$ cat config.mk
export PLATFORM = sky130hd
export DESIGN_NAME = lsu_ctrl
export DESIGN_NICKNAME = d
export VERILOG_FILES = /design/src/ctl_pkg.sv /design/src/lsu_ctrl.sv
export SDC_FILE = /design/constraint.sdc
export NUM_CORES = 1
export LEC_CHECK = 0
export BUFFER_PORTS_ARGS = -buffer_cell sky130_fd_sc_hd__buf_2
export CAP_MARGIN = 20
export CORE_AREA = 2 2 39 41
export CTS_CLUSTER_DIAMETER = 150
export DETAILED_ROUTE_END_ITERATION = 8
export DIE_AREA = 0 0 41 43
export GPL_TIMING_DRIVEN = 0
export PLACE_DENSITY = 0.3
export RECOVER_POWER = 25
export SYNTH_ARGS = -nofsm -noshare
export SYNTH_HDL_FRONTEND = slang
export SYNTH_SLANG_ARGS = --single-unit
$ cat constraint.sdc
create_clock -name clk -period 1.5 [get_ports clk]
set_clock_uncertainty 0.05 [all_clocks]
set_input_delay 0.375 -clock clk [delete_from_list [all_inputs] [get_ports clk]]
set_output_delay 0.375 -clock clk [all_outputs]
set_load 0.01 [all_outputs]
$ cat src/ctl_pkg.sv
// Access controller types
`default_nettype none

package ctl_pkg;

  // one command at a time, no overlap
  typedef enum logic [1:0] {
    ST_IDLE   = 2'd0,  // waiting for req
    ST_ACCESS = 2'd1,  // bus valid held
    ST_DONE   = 2'd2   // single cycle done
  } lsu_state_e;

endpackage : ctl_pkg

`default_nettype wire

$ cat src/lsu_ctrl.sv
// Load/store access controller
`timescale 1ns/100ps
`default_nettype none

module lsu_ctrl (
  input  wire logic clk,
  input  wire logic rst,
  input  wire logic req,      // command strobe
  input  wire logic mal_now,  // misalignment of presented command
  input  wire logic ls_rdy,   // bus ready pulse
  output logic      cap,      // capture strobe to aligner
  output logic      ls_vld,   // bus valid level
  output logic      done,     // one cycle completion
  output logic      mal,      // misaligned flag, held until next command
  output logic      busy
);

  ctl_pkg::lsu_state_e state_q;
  ctl_pkg::lsu_state_e state_d;

  ////////////////////////////////////////////////////////////////////////////
  // next state
  ////////////////////////////////////////////////////////////////////////////

  // req only looked at in idle, anything else is dropped
  assign cap = (state_q == ctl_pkg::ST_IDLE) & req;

  always_comb begin
    state_d = state_q;
    case (state_q)
      ctl_pkg::ST_IDLE: begin
        if (req) begin
          // misaligned skips the bus entirely
          state_d = mal_now ? ctl_pkg::ST_DONE : ctl_pkg::ST_ACCESS;
        end
      end
      ctl_pkg::ST_ACCESS: begin
        if (ls_rdy) state_d = ctl_pkg::ST_DONE;  // transfer this edge
      end
      ctl_pkg::ST_DONE: state_d = ctl_pkg::ST_IDLE;
      default:          state_d = ctl_pkg::ST_IDLE;
    endcase
  end

  ////////////////////////////////////////////////////////////////////////////
  // state and flag registers
  ////////////////////////////////////////////////////////////////////////////

  always_ff @(posedge clk, posedge rst) begin
    if (rst) begin
      state_q <= ctl_pkg::ST_IDLE;
      mal     <= 1'b0;
    end else begin
      state_q <= state_d;
      if (cap) mal <= mal_now;  // refreshed per command
    end
  end

  // outputs straight from state
  assign ls_vld = (state_q == ctl_pkg::ST_ACCESS);
  assign done   = (state_q == ctl_pkg::ST_DONE);
  assign busy   = (state_q != ctl_pkg::ST_IDLE);  // drops with done

endmodule : lsu_ctrl

`default_nettype wire

==> results.json <==
{
  "grt_first_pass_wirelength_um": 593,
  "worst_setup_path_end_kind": "primary output",
  "gp_congestion": 0.634,
  "fillCellCount": 158,
  "die_h_um": 43,
  "power.density_mw_per_mm2": 1280,
  "area_growth_pct": 78.9,
  "grt_max_degree": 7,
  "reg2reg_depth": 3,
  "ir_worst_vdd_v": 0.000378,
  "die_x_um": 41,
  "syn_inst": 15,
  "core_area_mm2": 0.00138,
  "netlist_area_um2": 160,
  "grt_antenna_before_repair": 0,
  "status": "finished clean",
  "antenna_cells": 0,
  "p_leak_nw": 0.144,
  "cts_tree": "yes",
  "max_stage_delay_ns": 0.41,
  "synth.distinct_cells": 12,
  "fmax_mhz": 690,
  "antenna_left": 0,
  "critical_path_class": "reg -> out",
  "hold_path_class": "in -> reg",
  "rows": 14,
  "reg2reg_to": "state_q[0]$_DFFE_PP0P_",
  "start_kind": "flop",
  "gr-total-overflow": 0,
  "holdPathEnd": "state_q[1]$_DFFE_PP0P_",
  "avgRoutedWirePerCell_um": 8.57,
  "cp_slowest_cell": "dfrtp_1",
  "cts.sinks": 3,
  "viasPerCell": 3.36,
  "path_max_fanout": 5,
  "cts.reportedPaths.clkPinSlew_ns": 0.04,
  "regToRegSetupSlack_ns": 0.30,
  "groute.usage.overall_pct": 5.54,
  "synth_seq_area_share_pct": 46.9,
  "dr.first_iter.drc_count": 1,
  "arrival_ns": 1.02,
  "period_minus_slack_ns": 1.45,
  "ys_warn_count": 0,
  "final_max_slew_viol_count": 0,
  "start_util_pct": 11.6,
  "fin_nets": 37,
  "root_buffer": "clkbuf_4",
  "dr.pass1.iters": 2,
  "wirelength_um": 403,
  "whs_ns": 0.348,
  "maxCapViolCount": 0,
  "clk_path_buf_depth": 2,
  "ys_seq_elements": 3,
  "critPathRequiredTime_ns": 1.07,
  "num_vias": 158,
  "numCtsBuffers": 3,
  "setup_tns_ns": 0,
  "rr_startpoint": "state_q[0]$_DFFE_PP0P_",
  "hold_start": "ls_rdy",
  "hold_viol": 0,
  "synth_nets": 20,
  "max_slew_margin_pct": 89.3,
  "multiInputGateArea_um2": 83.8,
  "worst_pin_slew_ns": 0.160,
  "drive_gt1_share_pct": 58.1,
  "syn_avg_cell_area_um2": 10.7,
  "htree_levels": 1,
  "insertion_delay_ns": 0.23,
  "io_pins": 10,
  "seqCellArea_um2": 76.3,
  "final-setup-viol-count": 0,
  "fin_total_pwr_w": 0.000366,
  "die-area_mm2": 0.00176,
  "cp_cell_sequence": "or2_4, buf_6",
  "grt_pass1_vias": 149,
  "finalCritPeriodShare_pct": 96.6,
  "drc": 0,
  "holdPathStages": 3,
  "port_buffers": 9,
  "rsz0062_at_grt": "no"
}
[cells by family (layout without fill, tap and decap cells)]
group,count (synthesis),in the layout,share of synthesized area (%)
mux,1,1,7.03
compound gates,2,2,6.25
simple gates,8,8,37.5
buf+inv,1,17,2.34
flops,3,3,46.9
[layout make-up]
type,instances,share of cell area [%]
clock buffers,4,9.17
inverters,1,1.31
multi-input cells,11,29.3
flip-flops and latches,3,26.6
well taps,16,6.99
repair buffers,12,26.6
[critical path: cells and delay by family (launching register included)]
family	cells	cell delay, ns
flip-flops	1	0.41
AND/OR/NAND/NOR	1	0.26
buffers and inverters	1	0.12
[repair_timing]
item,4_1_cts,5_1_grt
setup buffers,1,1
setup endpoints to repair,1,1
pin swaps,0,1
gates resized for setup,2,1
endpoints found under the hold margin,3,0
hold buffers,1,0
[worst max-delay path by stage]
stage                                      start               to  slack, ns  depth (start not counted)
after global placement    state_q[0]$_DFFE_PP0P_             busy       0.21                          2
after floorplan           state_q[0]$_DFFE_PP0P_  mal$_DFFE_PP0P_       0.27                          2
after global routing      state_q[1]$_DFFE_PP0P_              cap      0.003                          2
after detailed placement  state_q[0]$_DFFE_PP0P_             busy       0.22                          2
after CTS                 state_q[0]$_DFFE_PP0P_              cap       0.04                          2
final                     state_q[0]$_DFFE_PP0P_             busy       0.05                          2
[where the power goes]
| group | switching, W | total [W] | internal (W) |
|---|---|---|---|
| registers | 0.0000148 | 0.000112 | 0.0000974 |
| logic | 0.0000433 | 0.000110 | 0.0000663 |
| clock network | 0.0000446 | 0.000144 | 0.0000999 |
| total | 0.000103 | 0.000366 | 0.000264 |
[synth_stat cells]
library cell / n / area (µm²)
or2_2: 1 / 6.26
inv_1: 1 / 3.75
nor3b_2: 1 / 12.5
and2b_1: 1 / 7.51
a21oi_1: 2 / 10.0
nor2b_1: 1 / 6.26
or2b_1: 1 / 7.51
nand2_1: 1 / 3.75
or3b_1: 1 / 8.76
nand3b_1: 1 / 7.51
mux2_2: 1 / 11.3
dfrtp_1: 3 / 75.1
[state kept, by name, indices dropped and copies added (netlist names)]
register  cells
state_q       2
mal           1
[stage by stage]
step / setup WS, ns / util (%) / std cells / cell area [µm²]
floorplan: 0.267 / - / 15 / 160
global placement: 0.215 / 16.3 / 40 / 225
detailed placement: 0.215 / 16.3 / 40 / 225
CTS: 0.0382 / 20.1 / 46 / 278
global route: 0.00312 / 20.7 / 47 / 287
finish: 0.0505 / 20.7 / 47 / 287
[layer usage]
layer	share of wire, %	wire, µm	track usage, %
met1	45	181	6.17
met2	38	153	6.56
met3	17	68	6.28
met4	0	0	2.00
met5	0	0	0
[cells in the final DEF, fill, tap and decap left out, drive strengths merged, types with 2 or more instances in the layout]
cell and instances:
a21oi 2, buf 11, clkbuf 4, dfrtp 3
(Power assumes the default switching activity.)
