===== config.mk =====
export PLATFORM = sky130hd
export DESIGN_NAME = lsu_align
export DESIGN_NICKNAME = d
export VERILOG_FILES = /design/src/isa_pkg.sv /design/src/lsu_align.sv
export SDC_FILE = /design/constraint.sdc
export NUM_CORES = 1
export LEC_CHECK = 0
export BUFFER_PORTS_ARGS = -buffer_cell sky130_fd_sc_hd__buf_2
export CAP_MARGIN = 20
export CORE_UTILIZATION = 40
export DETAILED_ROUTE_END_ITERATION = 12
export GPL_ROUTABILITY_DRIVEN = 0
export PLACE_DENSITY = 0.73
export RECOVER_POWER = 100
export SLEW_MARGIN = 25
export SYNTH_ARGS = -nofsm -noshare
export SYNTH_HDL_FRONTEND = slang
export SYNTH_SLANG_ARGS = --single-unit

===== constraint.sdc =====
create_clock -name clk -period 1.97 [get_ports clk]
set_input_delay 0.2955 -clock clk [delete_from_list [all_inputs] [get_ports clk]]
set_output_delay 0.2955 -clock clk [all_outputs]
set_load 0.005 [all_outputs]

===== src/isa_pkg.sv =====
// RV32 load/store encodings
`default_nettype none

package isa_pkg;

  ////////////////////////////////////////////////////////////////////////////
  // major opcode, inst[6:0]
  ////////////////////////////////////////////////////////////////////////////

  typedef enum logic [6:0] {
    LOAD  = 7'b0000011,  // I-type loads
    STORE = 7'b0100011   // S-type stores
  } opc_e;

  ////////////////////////////////////////////////////////////////////////////
  // funct3 width codes, inst[14:12]
  ////////////////////////////////////////////////////////////////////////////

  // load widths, bit 2 selects zero extension
  typedef enum logic [2:0] {
    LB  = 3'b000,  // byte, signed
    LH  = 3'b001,  // half, signed
    LW  = 3'b010,  // word
    LBU = 3'b100,  // byte, unsigned
    LHU = 3'b101   // half, unsigned
  } ld_f3_e;

  // store widths share the low two bits with loads
  typedef enum logic [2:0] {
    SB = 3'b000,  // byte
    SH = 3'b001,  // half
    SW = 3'b010   // word
  } st_f3_e;

endpackage : isa_pkg

`default_nettype wire


===== src/lsu_align.sv =====
// Load/store lane alignment
`timescale 1ns/100ps
`default_nettype none

module lsu_align #(
  parameter int unsigned XLEN = 32,  // data width of 32 only
  parameter int unsigned AW   = 12   // byte address width
) (
  input  wire logic            clk,
  input  wire logic            rst,
  // command
  input  wire logic            cap,      // capture strobe from ctrl
  input  wire isa_pkg::opc_e   opc,
  input  wire logic [2:0]      fn3,      // load or store code per opc
  input  wire logic [AW-1:0]   adr,      // byte address
  input  wire logic [XLEN-1:0] wdt,      // store data
  output logic                 mal_now,  // misalignment of command at cap
  output logic [XLEN-1:0]      rdt,      // extended load data
  // word bus
  input  wire logic            ls_vld,
  input  wire logic            ls_rdy,
  input  wire logic [XLEN-1:0] ls_rdt,
  output logic                 ls_wen,
  output logic [AW-1:0]        ls_adr,
  output logic [XLEN/8-1:0]    ls_ben,
  output logic [XLEN-1:0]      ls_wdt
);

  localparam int unsigned BW = XLEN/8;      // byte lanes
  localparam int unsigned WW = $clog2(BW);  // lane select bits

  isa_pkg::opc_e    opc_q;
  logic [2:0]       fn3_q;
  logic [AW-1:0]    adr_q;
  logic [XLEN-1:0]  wdt_q;
  logic             ls_rtr;  // read transfer
  logic [WW-1:0]    ral;     // read lane offset
  isa_pkg::ld_f3_e  rf3;     // read width code

  ////////////////////////////////////////////////////////////////////////////
  // command register and misalignment
  ////////////////////////////////////////////////////////////////////////////

  always_ff @(posedge clk, posedge rst) begin
    if (rst) begin
      opc_q <= isa_pkg::LOAD;
      fn3_q <= 3'b010;
    end else if (cap) begin
      opc_q <= opc;
      fn3_q <= fn3;
    end
  end

  always_ff @(posedge clk) begin
    if (cap) begin
      adr_q <= adr;  // address and data payload
      wdt_q <= wdt;
    end
  end

  // decoded from the live fields so the ctrl can skip the bus at capture;
  // loads and stores use the same width rule
  always_comb begin
    mal_now = 1'b0;
    case (fn3[1:0])
      2'b01:   mal_now = adr[0];       // half
      2'b10:   mal_now = |adr[1:0];    // word
      default: mal_now = 1'b0;         // byte never misaligned
    endcase
  end

  ////////////////////////////////////////////////////////////////////////////
  // bus request side
  ////////////////////////////////////////////////////////////////////////////

  assign ls_wen = (opc_q == isa_pkg::STORE);
  assign ls_adr = {adr_q[AW-1:WW], WW'(0)};  // word aligned

  // stores enable only their lanes, loads fetch the whole word
  always_comb begin
    if (opc_q == isa_pkg::STORE) begin
      case (isa_pkg::st_f3_e'(fn3_q))
        isa_pkg::SB: ls_ben = BW'(4'b0001 << adr_q[WW-1:0]);
        isa_pkg::SH: ls_ben = BW'(4'b0011 << adr_q[WW-1:0]);
        default:     ls_ben = '1;
      endcase
    end else begin
      ls_ben = '1;
    end
  end

  // replicate the store value so every enabled lane sees it
  always_comb begin
    case (isa_pkg::st_f3_e'(fn3_q))
      isa_pkg::SB: ls_wdt = {BW{wdt_q[7:0]}};
      isa_pkg::SH: ls_wdt = {(BW/2){wdt_q[15:0]}};
      default:     ls_wdt = wdt_q;
    endcase
  end

  ////////////////////////////////////////////////////////////////////////////
  // load return path
  ////////////////////////////////////////////////////////////////////////////

  assign ls_rtr = ls_vld & ls_rdy & ~ls_wen;

  always_ff @(posedge clk, posedge rst) begin
    if (rst) begin
      ral <= '0;
      rf3 <= isa_pkg::LW;
    end else if (ls_rtr) begin
      ral <= adr_q[WW-1:0];
      rf3 <= isa_pkg::ld_f3_e'(fn3_q);
    end
  end

  always_comb begin : blk_rdt
    logic [XLEN-1:0] tmp;
    tmp = ls_rdt >> (8*ral);  // addressed lane down to bit 0
    case (rf3)
      isa_pkg::LB:  rdt = {{(XLEN-8){tmp[7]}}, tmp[7:0]};
      isa_pkg::LH:  rdt = {{(XLEN-16){tmp[15]}}, tmp[15:0]};
      isa_pkg::LBU: rdt = {{(XLEN-8){1'b0}}, tmp[7:0]};
      isa_pkg::LHU: rdt = {{(XLEN-16){1'b0}}, tmp[15:0]};
      default:      rdt = tmp;  // LW
    endcase
  end : blk_rdt

endmodule : lsu_align

`default_nettype wire


==> results.md <==
Floorplan:
- The die is 93.5 um wide.
- The floorplan step defined a die boundary enclosing 8750 um2.
- The count of boundary I/O pins is 173.
- The placeable core region is 8180 um2.
- Once the floorplan was initialized, standard cells occupied 41.0% of the core.
- Row generation in the floorplan step produced 33 rows.
- The overall die height is 93.5 um.

Worst hold path:
- The path class of the lowest-slack min-delay path is in2async.

Power and ir drop:
- The power per standard cell area is 865 nW/um2.
- VDD sags by at most 0.587 mV.
- Summed over all cells, the static leakage comes to 2.06 nW.
- The total power consumption of the routed design is 0.00396 W.

Clock network:
- For this design, the CTS-stage hold fixing added 0 buffers.
- The clock reaches the later pin of the worst-skew pair after 0.32 ns.
- The number of clock buffers added by TritonCTS is 9.
- The root buffer cell is sky130_fd_sc_hd__clkbuf_8.
- After clock tree synthesis, the clock-pin slew on the worst setup and hold paths is 0.06 ns.
- The deepest level of the CTS H-tree is 3.
- Clock tree synthesis found a total of 59 sinks.
- The clock passes through at most 2 buffers.
- TritonCTS built the clock tree.

Yosys:
- The cell count after synthesis is 288.
- The number of synthesis warnings is 0.
- The number of different library cells used by synthesis comes to 35.
- Summing the sequential cell areas from Yosys gives 50.8% of the chip area.
- After synthesis the netlist holds a flip-flop and latch count of 59.
- Summing every instance area after synthesis gives 3350 um2.
- After synthesis, the mean cell area works out to 11.6 um2.

Cells and area:
- The fraction of layout cells with a size suffix above 1 is 58.5%.
- The final core utilization is 56.0%.
- The number of antenna diodes is 0.
- The count of cells in the finished layout, fillers not included, comes to 563.
- The net count reported at finish is 546.
- The most common cell after layout, fill and taps aside is sky130_fd_sc_hd__buf_2.
- The area growth from synthesis to layout is 36.6%.
- The filler cells instantiated in the layout total 726.
- In the layout the commonest cells are 158 x sky130_fd_sc_hd__buf_2, 44 x sky130_fd_sc_hd__edfxtp_1, 40 x sky130_fd_sc_hd__mux2_2.

Routing:
- Before antenna repair, the detailed router went through 5 iterations.
- For this block, the initial DRC count from the detailed router was 88.
- The final layout contains routed wiring with a total length of 8.93 mm.
- The post-route antenna net violation count is 0.
- Detailed routing inserted a total of 2904 vias.
- The number of remaining DRC errors is 0.
- The routed wire length per instance is 15.9 um.
- After detailed routing, the number of vias per cell comes to 5.16.

Timing:
- Across the routed clock network, the largest skew measured is 0.00567 ns.
- The count of endpoints failing setup in the final report is 7.
- The worst slew slack as a fraction of its limit is 13.1%.
- The slew of the pin with the lowest slew margin is 1.30 ns.
- The maximum frequency from static timing analysis is 492 MHz.
- Setup repair after global routing could not meet its margin everywhere.
- The number of slew-limit violations in the final report came to 0.
- The count of endpoints failing hold in the final timing report is 0.
- The setup slack of the critical path after layout is -0.0612 ns.
- After layout, the worst path uses 103% of the clock period.
- The time the final worst path needs with I/O delays and setup is 2.03 ns.

GRT:
- The via count of the first global-routing pass came to 2728.
- The number of antenna violations at the first check in global routing is 0.
- The wire length of the first global-routing pass is 13.0 mm.
- Global routing consumed, over all layers together, 19.9% of the routing resources.
- The total congestion overflow after global routing is 0.
- Entering global routing, the biggest net connects 55 pins.

Place:
- During placement, the flow inserted port buffers numbering 170.
- Counting tap cells, the placed design contains a total of 539 instances.
- Prior to clock tree synthesis, the placed netlist has a worst setup slack of 0.184 ns.
- The wire-length estimate of the detail-placed layout is 6.57 mm.

Worst setup path:
- The required time of the worst setup path is 1.67 ns.
- The endpoint kind of the worst setup timing path is a primary output.
- Data on the critical path arrives at its endpoint at 1.74 ns.
- The startpoint class of the critical path is a flip-flop.
- Walking the worst path, the cells encountered are mux2_4, a221oi_4, buf_12, a21oi_1, buf_2.
- The path type of the worst setup path is reg2out.
- Of all nets on the critical path, the largest fanout is 7.
- In this design, the stage delay of the slowest critical-path cell is 0.45 ns.
- The slowest stage of the critical path is the sky130_fd_sc_hd__dfrtp_2 cell.

Outcome:
- The flow ran to the end, but the final reports show violations.
- The final reports fail on setup timing.

Run:
- Across the run, the number of max-cap violations was 0.
[metrics by stage]
stage / setup TNS [ns] / hold WS [ns] / cell area (um2)
after detailed placement: 0 / 0.377 / 4210
after global placement: 0 / 0.372 / 4210
after floorplan: 0 / 0.194 / 3360
final: -0.380 / 0.0134 / 4580
after CTS: -0.529 / 0.0191 / 4510
after global routing: -1.37 / 0.0604 / 4580
[cell type report]
cell class	count	area (um2)	area share [%]
clock buffer	13	159	3.47
multi-input combinational	189	1470	32.2
clock inverter	3	38.8	0.847
sequential	59	1700	37.2
inverter	3	11.3	0.246
timing repair buffer	191	1060	23.1
tap	105	131	2.87
[worst max-delay path, delay by kind of cell (launching register included)]
kind	cells	cell delay, ns
flip-flops	1	0.45
multiplexers	1	0.33
buffers and inverters	2	0.29
AO/OA/AOI/OAI	2	0.34
[kinds of logic after synthesis]
kind of cell,Yosys count,synth area share [%]
AO/OA/AOI/OAI,47,8.70
adder cells (fa/ha/maj),2,0.746
AND/OR/NAND/NOR,79,13.1
other,1,0.112
multiplexers,57,18.6
flip-flops,59,50.8
buffers and inverters,42,7.76
XOR/XNOR,1,0.261
[synthesized netlist by cell type]
| library cell | count | share of area [%] |
|---|---|---|
| sky130_fd_sc_hd__nor3b_2 | 1 | 0.37 |
| sky130_fd_sc_hd__o21ba_2 | 1 | 0.30 |
| sky130_fd_sc_hd__buf_4 | 22 | 4.9 |
| sky130_fd_sc_hd__edfxtp_1 | 44 | 39 |
| sky130_fd_sc_hd__o211ai_1 | 2 | 0.45 |
| sky130_fd_sc_hd__o21ai_0 | 5 | 0.75 |
| sky130_fd_sc_hd__or2_2 | 8 | 1.5 |
| sky130_fd_sc_hd__nand4_1 | 17 | 3.2 |
| sky130_fd_sc_hd__nor2b_1 | 10 | 1.9 |
| sky130_fd_sc_hd__dfstp_2 | 4 | 3.1 |
| sky130_fd_sc_hd__dfrtp_1 | 11 | 8.2 |
| sky130_fd_sc_hd__and4bb_2 | 1 | 0.37 |
| sky130_fd_sc_hd__a211oi_1 | 7 | 1.6 |
| sky130_fd_sc_hd__nand3_2 | 2 | 0.60 |
| sky130_fd_sc_hd__nor3_2 | 1 | 0.30 |
| sky130_fd_sc_hd__ha_1 | 2 | 0.75 |
| sky130_fd_sc_hd__a31oi_2 | 1 | 0.37 |
| sky130_fd_sc_hd__and4_1 | 1 | 0.26 |
| sky130_fd_sc_hd__nor2_1 | 13 | 1.5 |
| sky130_fd_sc_hd__a221oi_4 | 1 | 0.78 |
| sky130_fd_sc_hd__nor2_2 | 1 | 0.19 |
| sky130_fd_sc_hd__and3_1 | 1 | 0.19 |
| sky130_fd_sc_hd__clkbuf_1 | 5 | 0.56 |
| sky130_fd_sc_hd__conb_1 | 1 | 0.11 |
| sky130_fd_sc_hd__nor4b_1 | 1 | 0.26 |
| sky130_fd_sc_hd__xor2_1 | 1 | 0.26 |
| sky130_fd_sc_hd__buf_1 | 1 | 0.11 |
| sky130_fd_sc_hd__mux2i_1 | 15 | 4.5 |
| sky130_fd_sc_hd__nand2_1 | 21 | 2.4 |
| sky130_fd_sc_hd__mux2_2 | 42 | 14 |
| sky130_fd_sc_hd__buf_2 | 10 | 1.5 |
| sky130_fd_sc_hd__nand2b_1 | 1 | 0.19 |
| sky130_fd_sc_hd__inv_1 | 3 | 0.34 |
| sky130_fd_sc_hd__a21oi_1 | 30 | 4.5 |
| sky130_fd_sc_hd__buf_6 | 1 | 0.34 |
[routing by layer]
metal	vias up	global-route usage (%)	wire [um]
li1	1370	-	-
met1	1357	20.3	3290
met2	169	37.8	4690
met3	8	5.85	843
met4	0	7.44	103
met5	-	0	0
[sequential cells by signal, summed over array words and instances (netlist names)]
| name | flops |
|---|---|
| fn3_q | 3 |
| rf3 | 3 |
| opc_q | 7 |
| ral | 2 |
| adr_q | 12 |
| wdt_q | 32 |
[worst paths after layout]
kind                        endpoint  cells after the start  startpoint  slack (ns)
setup / recovery             rdt[12]                      5      ral[1]       -0.06
hold / removal              opc_q[4]                      2         rst        0.01
setup reg to reg              rf3[2]                      4    opc_q[1]        0.25
hold reg to reg             opc_q[2]                      1    opc_q[2]        0.51
max in group asynchronous     ral[0]                      2         rst        1.55
min in group clk           wdt_q[11]                      1     wdt[11]        0.14
[power breakdown]
part	switching (W)	internal, W	total [W]
Combinational	0.000618	0.000684	0.00130
Sequential	0.0000949	0.00147	0.00157
Clock	0.000443	0.000648	0.00109
Total	0.00116	0.00281	0.00396
[timing repair]
action                                  CTS  global route
cloned                                    1             1
pin swaps                                 1             6
resized for setup                        18            12
endpoints found under the setup margin   25            31
buffers inserted                          2             4
Power figures use the tool's default switching activity.
